$ cat src/lvdcPkg.sv
package lvdcPkg;

    // ************************************************************
    // Word and memory sizes
    // ************************************************************
    localparam int wordBits     = 13;
    localparam int opBits       = 4;
    localparam int addrBits     = 9;
    localparam int memWords     = 512;
    localparam int bitCountBits = 4;

    // ************************************************************
    // Opcodes
    // ************************************************************
    localparam logic [opBits-1:0] opHalt          = 4'd0;
    localparam logic [opBits-1:0] opClearAdd      = 4'd1;
    localparam logic [opBits-1:0] opAdd           = 4'd2;
    localparam logic [opBits-1:0] opSub           = 4'd3;
    localparam logic [opBits-1:0] opAnd           = 4'd4;
    localparam logic [opBits-1:0] opStore         = 4'd5;
    localparam logic [opBits-1:0] opTransfer      = 4'd6;
    localparam logic [opBits-1:0] opTransferMinus = 4'd7;

    typedef logic [wordBits-1:0] word_t;
    typedef logic [addrBits-1:0] addr_t;
    typedef logic [opBits-1:0]   opcode_t;

    // Opcode sits in the top bits of the word.
    typedef struct packed {
        opcode_t opcode;
        addr_t   address;
    } instr_t;

    typedef struct packed {
        logic  enable;
        addr_t address;
        word_t data;
    } memWrite_t;

    typedef struct packed {
        logic                    running;
        logic                    execPhase;  // 0 is fetch, 1 is execute.
        logic                    wordStart;
        logic                    wordEnd;
        logic [bitCountBits-1:0] bitTime;
    } timing_t;

endpackage
$ cat src/serialArithmetic.sv
module serialArithmetic (
    input  logic             clk,
    input  logic             reset,
    input  lvdcPkg::timing_t timing,
    input  lvdcPkg::instr_t  instr,
    input  logic             operandBit,
    output logic             accBit,
    output logic             accSign
);
    import lvdcPkg::*;

    word_t acc;  // Recirculating loop, LSB leaves first.
    logic  carry;
    logic  carryIn;
    logic  addend;
    logic  sumBit;
    logic  carryOut;
    logic  resultBit;
    logic  signReg;

    // Subtract is add of the inverted operand plus one.
    assign carryIn  = timing.wordStart ? (instr.opcode == opSub) : carry;
    assign addend   = (instr.opcode == opSub) ? ~operandBit : operandBit;
    assign sumBit   = acc[0] ^ addend ^ carryIn;
    assign carryOut = (acc[0] & addend) | (carryIn & (acc[0] ^ addend));

    always_comb begin
        case (instr.opcode)
            opClearAdd:   resultBit = operandBit;
            opAdd, opSub: resultBit = sumBit;
            opAnd:        resultBit = operandBit & acc[0];
            default:      resultBit = acc[0];
        endcase
    end

    always_ff @(posedge clk) begin
        if (reset) begin
            acc     <= '0;
            carry   <= 1'b0;
            signReg <= 1'b0;
        end else if (timing.execPhase) begin
            acc   <= {resultBit, acc[wordBits-1:1]};
            carry <= carryOut;
            if (timing.wordEnd) begin
                signReg <= resultBit;  // Last bit is the sign.
            end
        end
    end

    assign accBit  = resultBit;
    assign accSign = signReg;

endmodule

$ cat config.mk
export PLATFORM = sky130hd
export DESIGN_NAME = serialArithmetic
export DESIGN_NICKNAME = d
export VERILOG_FILES = /design/src/lvdcPkg.sv /design/src/serialArithmetic.sv
export SDC_FILE = /design/constraint.sdc
export NUM_CORES = 1
export LEC_CHECK = 0
export BUFFER_PORTS_ARGS = -buffer_cell sky130_fd_sc_hd__buf_2
export CORE_MARGIN = 10
export CORE_UTILIZATION = 45
export CTS_CLUSTER_SIZE = 25
export DETAILED_ROUTE_END_ITERATION = 10
export PLACE_DENSITY = 0.75
export SLEW_MARGIN = 0
export SYNTH_ARGS = -nofsm -noshare
export SYNTH_HDL_FRONTEND = slang
export SYNTH_SLANG_ARGS = --single-unit
$ cat constraint.sdc
create_clock -name clk -period 2.6 [get_ports clk]
set_clock_uncertainty 0.1 [all_clocks]
set_input_delay 0.52 -clock clk [delete_from_list [all_inputs] [get_ports clk]]
set_output_delay 0.52 -clock clk [all_outputs]
set_load 0.1 [all_outputs]
Word level (Yosys, flattened, before mapping)
Cells that the tools add are included.

word-level totals
  flip-flop bits (word level) = 15
  input port bits = 24
  output and inout port bits = 2
  logic and storage cells = 19

operators by class
  equality and inequality tests = 4
  muxes and demuxes = 3
  bitwise operators = 7
  reduce and logical (&&, ||, !) cells = 2

operators with widths
  operator                                        count
  == test 4 x 2 -> 1 bit (second input constant)  2
  == test 4 x 1 -> 1 bit (second input constant)  1
  == test 4 x 3 -> 1 bit (second input constant)  1
  bitwise AND 1 bit                               3
  case mux 1 bit (3 select lines)                 1
  2-to-1 mux 1 bit                                2
  AND reduction 2 bit                             1
  OR reduction 2 bit                              1
  XOR 1 bit                                       2
  inverter 1 bit                                  1
  bitwise OR 1 bit                                1

Longest topological paths before layout
Gate-level depths: netlist of run 1.

  word-level depth = 5
  gate-level depth with buffers = 7

Worst setup path before layout of run 1
No wires, ideal clock.

  path kind = in2out
  from = in instr[12] (netlist bit)
  to = out accBit
  arrival time = 2.829 ns
  data required time = 1.980 ns
  setup slack = -0.849 ns
  stages on the path = 7
  cell sequence = nor2_4 > and3_2 > xnor2_1 > fa_1 > nand2_1 > mux2i_1 > nor2_1

between the ends
  cells in the longest elaborated chain, start to end = 5
  elaborated cells on any way between the ends = 10

ends and longest elaborated chain
  what                                 line                                                                    RTL
  from (decl)                          serialArithmetic.sv:5                                                   input lvdcPkg::instr_t instr,
  == test 4 x 2 -> 1 bit               serialArithmetic.sv:22, serialArithmetic.sv:23, serialArithmetic.sv:28
  2-to-1 mux 1 bit                     serialArithmetic.sv:23                                                  assign addend = (instr.opcode == opSub) ? ~operandBit : operandBit;
  XOR 1 bit (2 in series)              serialArithmetic.sv:24                                                  assign sumBit = acc[0] ^ addend ^ carryIn;
  case mux 1 bit (3 select lines) (*)  serialArithmetic.sv:28                                                  case (instr.opcode)
  to (decl)                            serialArithmetic.sv:7                                                   output logic accBit,

Every way passes the cells marked *; elsewhere a longest branch is shown, timed or not.

Worst setup path after layout of run 1
  from = in instr[11] (netlist bit)
  to = out accBit

The elaborated chain is that of the path after synthesis.

==> results_dict.tcl, run 1 <==
set metrics [dict create \
    status "complete, but fails checks" \
    violations "negative setup slack" \
    utilization 0.642 \
    cts_max_level 1 \
    synthAdderAreaFrac 0.0305 \
    synthSimpleGateAreaFrac 0.145 \
    hold_path_class "register to register" \
    drc 0 \
    p_sw_frac 0.245 \
    netSwitchingPower_uw 105 \
    min-delay-start "carry" \
    start_util 0.492 \
    hpwl_microns 848 \
    power_uw 427 \
    ys_seq_elements 15 \
    synth_common_cells "dfxtp_1, mux2i_1, nor2_1, inv_1" \
    cp_max_fo 2 \
    maxCapViolations 0 \
    final_nets 109 \
    place_ws_ns -0.228 \
    yosys-top-cells-area "dfxtp_1, mux2i_1, nor2_1" \
    grt_setup_unrepaired "true" \
    combPwrFrac 0.165 \
    synth.most_common_cell "dfxtp_1" \
    drt_iter0_markers 7 \
    syn2layout_area_growth_pct 30.3 \
    ys_warn_count 0 \
    pin_count 26 \
    grt_max_degree 17 \
    wire_per_inst_microns 11.8 \
    core-area_sq_um 1330 \
    min_to "carry" \
    timing.rr.end "accSign" \
    async_reset_ff_frac 0 \
    yosys.area.top_type "dfxtp_1" \
    hold_path_depth 2 \
    r2r_cells 8 \
    cts_root_buf "clkbuf_4" \
    worst_slack_ns -0.0101 \
    hold_ws_ns 0.382 \
    clock.fmax_mhz 383 \
    p_int_uw 322 \
    drtAntennaViolNets 0 \
    fp-row-count 13 \
    syn_nets 89 \
    hold_viol 0 \
    via_per_inst 4.96 \
    r2r-start "acc[0]" \
    insertion_delay_ns 0.27 \
    required_ns 1.98 \
    synth_cell_types 18 \
    worst-r2r-setup-slack_ns 0.54 \
    finalSetupViolations 1 \
    slew_headroom 0.678 \
    min_period_ns 2.61 \
    ys_seq_area_frac 0.457 \
    cts_buffers 3 \
    leakage_uw 0.000383 \
    synth_top_area_frac 0.457 \
    clkTransAtPathRegs_ns 0.08 \
    synthCells 64 \
    synth_area_sq_um 657 \
    antennaDiodeCount 0 \
    cts_buffer_depth 2 \
    cp-start-kind "primary input" \
    synth_compound_area_frac 0.0743 \
    post-route-period-util 1.00 \
    placed_cell_area_sq_um 767 \
    grt_pass1_vias 464 \
    route.vias.total 486 \
    syn_area_per_cell_sq_um 10.3 \
    clock_power_share 0.291 \
    wl_mm 1.15 \
    grt.overflow.total 0 \
    die-area_sq_um 3390 \
    synth-edff-count 0 \
    place.gp.congestion 0.685 \
    slew_violations 0 \
    seqPwrFrac 0.544 \
    die_w_microns 58.2 \
    design_area_sq_um 856 \
    numClockSinks 15 \
    tightest_slew_ns 0.486 \
    tritoncts "built" \
    final_layout_size_suffix_gt1_frac 0.373 \
    ir_drop_mv 0.312 \
    critical_path_class "primary input to primary output" \
    grt_util_all_layers 0.0715 \
    grt_pass1_wl_mm 1.93 \
    powerDensity_nw_per_um2 499 \
    antenna_found_initial 0 \
    synth_mux_area_frac 0.213 \
    first_pass_iters 3 \
    synthXorXnorAreaFrac 0.0267 \
    synthFlopType "dfxtp_1" \
    end_kind "primary output" \
    worst_ep_arrival_time_ns 1.99 \
    die_h_microns 58.2 \
    crit_start "instr[11]" \
    synth_top_family_by_area "multiplexers" \
    port_buffers 11 \
]
-- what timing repair did --
item / in CTS / in global routing
pin swaps: 6 / 0
setup buffers: 2 / 1
gates resized for setup: 6 / 2
hold buffers: 0 / 0
gates cloned: 0 / 0
endpoints found under the setup margin: 1 / 1
-- per-stage QoR --
step / cells / setup TNS (ns)
after global placement: 91 / -0.212
after CTS: 97 / -0.0819
final: 98 / -0.0101
after global routing: 98 / -0.0997
after floorplan: 64 / -0.0383
after detailed placement: 91 / -0.228
-- worst max path at each step --
stage / endpoint / slack [ns] / cells after the start
2_1_floorplan: accBit / -0.04 / 7
3_3_place_gp: accBit / -0.21 / 9
3_5_place_dp: accBit / -0.23 / 9
4_1_cts: accBit / -0.08 / 9
5_1_grt: accBit / -0.1 / 9
6_report: accBit / -0.01 / 9
-- state kept, by name, summed over array words and instances, names as in the netlist --
| register | cells |
|---|---|
| accSign | 1 |
| carry | 1 |
| acc | 13 |
-- kinds of logic (layout without fill, tap and decap cells) --
| kind of cell | count (synthesis) | after routing |
|---|---|---|
| fa+ha+maj | 1 | 1 |
| xor+xnor | 2 | 2 |
| simple gates | 21 | 21 |
| compound gates | 4 | 4 |
| mux | 14 | 14 |
| buf+inv | 7 | 26 |
| flops | 15 | 15 |
-- power groups by stage --
| stage | registers [uW] | logic [uW] | clock network (uW) |
|---|---|---|---|
| after floorplan | 240 | 38.9 | 0 |
| after global placement | 238 | 58.3 | 0 |
| after detailed placement | 238 | 58.9 | 0 |
| after CTS | 233 | 67.0 | 131 |
| after global routing | 233 | 76.2 | 143 |
| final | 233 | 70.7 | 124 |
-- layout by cell type, fill, tap and decap left out, types with 2 or more instances in the layout --
cell and count:
nand3_1 2, buf_2 8, buf_6 2, nor2_4 2, nor2_1 13, clkbuf_4 3, inv_1 3, mux2i_1 13
dfxtp_1 15, buf_4 8
-- metal layers --
metal	wire (microns)	share of wire	track usage	up-vias
met5	0	0	0	-
met4	21	0.018	0.0503	0
met3	88	0.076	0.0392	2
met2	542	0.47	0.110	9
li1	-	-	-	254
met1	500	0.43	0.0717	221
-- critical path: stages --
cell and delay [ns]:
buf_6 0.10, nor2_4 0.10, and3_4 0.20, xnor2_2 0.08, fa_1 0.52, nand2_2 0.06
mux2i_4 0.17, nor2_4 0.06, buf_12 0.17
-- layout make-up --
type	count	area (sq um)
Clock buffer	3	22.5
Multi-Input combinational cell	42	355
Tap cell	15	18.8
Clock inverter	1	5.00
Sequential cell	15	300
Fill cell	128	478
Timing Repair Buffer	19	143
Inverter	3	11.3
Power figures use the tool's default switching activity.
==> inputs of run 2 (changes only) <==
Settings changed: ABC_AREA set to 1, CORE_UTILIZATION 45 to 44, PLACE_DENSITY 0.75 to 0.74.
==> run 2 against run 1 <==
Net effect:
- the run still ends with negative setup slack left
- routed wire length rose by 8.8%
- largest cell class is now flip-flops and latches
- area after synthesis shrank 4.0%
- critical path type unchanged
- maximum frequency shrank 5.2%
- total power increased by 11%
- first-iteration DRC count increased by 71%
- sequential power increased by 7%
- non-clock buffer count shrank 3
==> results_dict.tcl, run 2 <==
set metrics [dict create \
    largest_register "acc" \
    start_util 0.473 \
    grt_util_all_layers 0.0745 \
    drtAntennaViolNets 0 \
    core-area_sq_um 1330 \
    final_nets 128 \
    insertion_delay_ns 0.27 \
    synth_compound_area_frac 0.167 \
    slew_violations 0 \
    synth_common_cells "nor2_1, o21ai_0, dfxtp_1, nand2_1, inv_1" \
    ys_seq_area_frac 0.476 \
    final_common_cell "nor2_1" \
    powerDensity_nw_per_um2 598 \
    min_period_ns 2.75 \
    slew_headroom 0.677 \
    critical_path_class "primary input to primary output" \
    async_reset_ff_frac 0 \
    grt_use_met3 0.0327 \
    synthAdderAreaFrac 0.0317 \
    antennaDiodeCount 0 \
    tightest_slew_ns 0.488 \
    grt.overflow.total 0 \
    clock.fmax_mhz 363 \
    cts_root_buf "clkbuf_4" \
    ir_drop_mv 0.430 \
    grtUsageMet2 0.124 \
    die-area_sq_um 3350 \
    drt_iter0_markers 12 \
    wire_per_inst_microns 10.7 \
    finalSetupViolations 1 \
    yosys.area.top_type "dfxtp_1" \
    syn2layout_area_growth_pct 25.8 \
    cts_buffer_depth 2 \
    wl_mm 1.25 \
    grt_pass1_wl_mm 2.06 \
    synth.most_common_cell "nor2_1" \
    place.gp.congestion 0.716 \
    hold_path_class "register to register" \
    synth-edff-count 0 \
    largest_reg_flops 13 \
    synth_top_family_by_area "simple AND/OR/NAND/NOR gates" \
    hpwl_microns 922 \
    post-route-period-util 1.06 \
    synthSimpleGateAreaFrac 0.222 \
    grt_setup_unrepaired "true" \
    end_kind "primary output" \
    antenna_found_initial 0 \
    utilization 0.595 \
    grt_pass1_vias 511 \
    top_usage_layer "met2" \
    hold_viol 0 \
    route.vias.total 572 \
    cts_buffers 3 \
    leakage_uw 0.000369 \
    ys_seq_elements 15 \
    fill_cells 127 \
    pin_count 26 \
    die_h_microns 57.9 \
    final_layout_size_suffix_gt1_frac 0.245 \
    worst_ep_arrival_time_ns 2.13 \
    synth_area_sq_um 631 \
    port_buffers 11 \
    die_w_microns 57.9 \
    violations "negative setup slack" \
    yosys-top-cells-area "dfxtp_1, nor2_1, o21ai_0" \
    drc 0 \
    first_pass_iters 4 \
    cts_max_level 1 \
    cp_max_fo 2 \
    syn_area_per_cell_sq_um 7.42 \
    synth_mux_area_frac 0 \
    clkTransAtPathRegs_ns 0.08 \
    status "complete, but fails checks" \
    synthFlopType "dfxtp_1" \
    met1_usage 0.0801 \
    power_uw 474 \
    setup_tns_ns -0.152 \
    synth_cell_types 14 \
    synth_top_area_frac 0.476 \
    cp-start-kind "primary input" \
    ys_warn_count 0 \
    maxCapViolations 0 \
    syn_nets 110 \
    numClockSinks 15 \
    worst_slack_ns -0.152 \
    synthCells 85 \
    via_per_inst 4.89 \
    required_ns 1.98 \
    fp-row-count 13 \
    tritoncts "built" \
    synthXorXnorAreaFrac 0.0139 \
    layout_common_cells "nor2_1, o21ai_0, dfxtp_1" \
    grt_max_degree 18 \
    hold_ws_ns 0.383 \
]
run 2: cell types whose count changed in the layout (fill, tap and decap cells not counted), moves of 2 or more:
cell,delta
nor2_1,+10
mux2i_1,-13
a21oi_1,+4
inv_1,+3
o21ai_1,+2
nand2_1,+8
o21ai_0,+15
buf_4,-3
run 2: cell families after synthesis:
group / after synthesis
simple gates: 36
compound gates: 21
flops: 15
buf+inv: 11
xor+xnor: 1
fa+ha+maj: 1
run 2: power breakdown:
group / total, uW / internal [uW] / switching [uW]
Combinational: 95.8 / 37.6 / 58.2
Sequential: 250 / 244 / 6.07
Clock: 128 / 59.5 / 68.3
Total: 474 / 341 / 133
run 2: per-layer routing:
layer / vias to the layer above / wire (microns) / share of wire
li1: 302 / - / -
met1: 257 / 524 / 0.42
met2: 10 / 623 / 0.50
met3: 3 / 89 / 0.071
met4: 0 / 17 / 0.014
met5: - / 0 / 0
run 2: worst paths after layout:
kind / from / end / slack, ns / cells after the start
setup / recovery: instr[11] / accBit / -0.15 / 11
hold / removal: acc[7] / acc[6] / 0.38 / 2
setup reg to reg: carry / accSign / 0.82 / 9
hold reg to reg: acc[7] / acc[6] / 0.38 / 2
run 2: layout make-up:
type,count,area [sq um],share of cell area
flip-flops and latches,15,300,0.379
multi-input cells,59,294,0.371
well taps,15,18.8,0.0237
clock buffers,4,26.3,0.0331
inverters,8,33.8,0.0426
repair buffers,16,120,0.151
run 2: stage by stage:
stage | worst slack (ns) | std cells | instance area, sq um
3_3_place_gp | -0.118 | 111 | 729
2_1_floorplan | -0.0835 | 85 | 644
5_1_grt | -0.279 | 117 | 793
4_1_cts | -0.186 | 115 | 756
6_report | -0.152 | 117 | 793
3_5_place_dp | -0.180 | 111 | 729
run 2: worst max-delay path: stages:
cell and delay [ns]:
buf_6 0.10, nor2_4 0.10, nand3_2 0.11, xor2_2 0.20, fa_1 0.55, nand2_1 0.05
nand2_1 0.05, o21ai_1 0.07, nand2_2 0.10, clkinvlp_4 0.10, buf_12 0.17
run 2: repair_timing:
| action | in CTS | in global routing |
|---|---|---|
| gates resized for setup | 0 | 8 |
| endpoints found under the setup margin | 1 | 1 |
| buffers inserted | 0 | 2 |
| hold buffers | 0 | 0 |
| pin swaps | 0 | 7 |
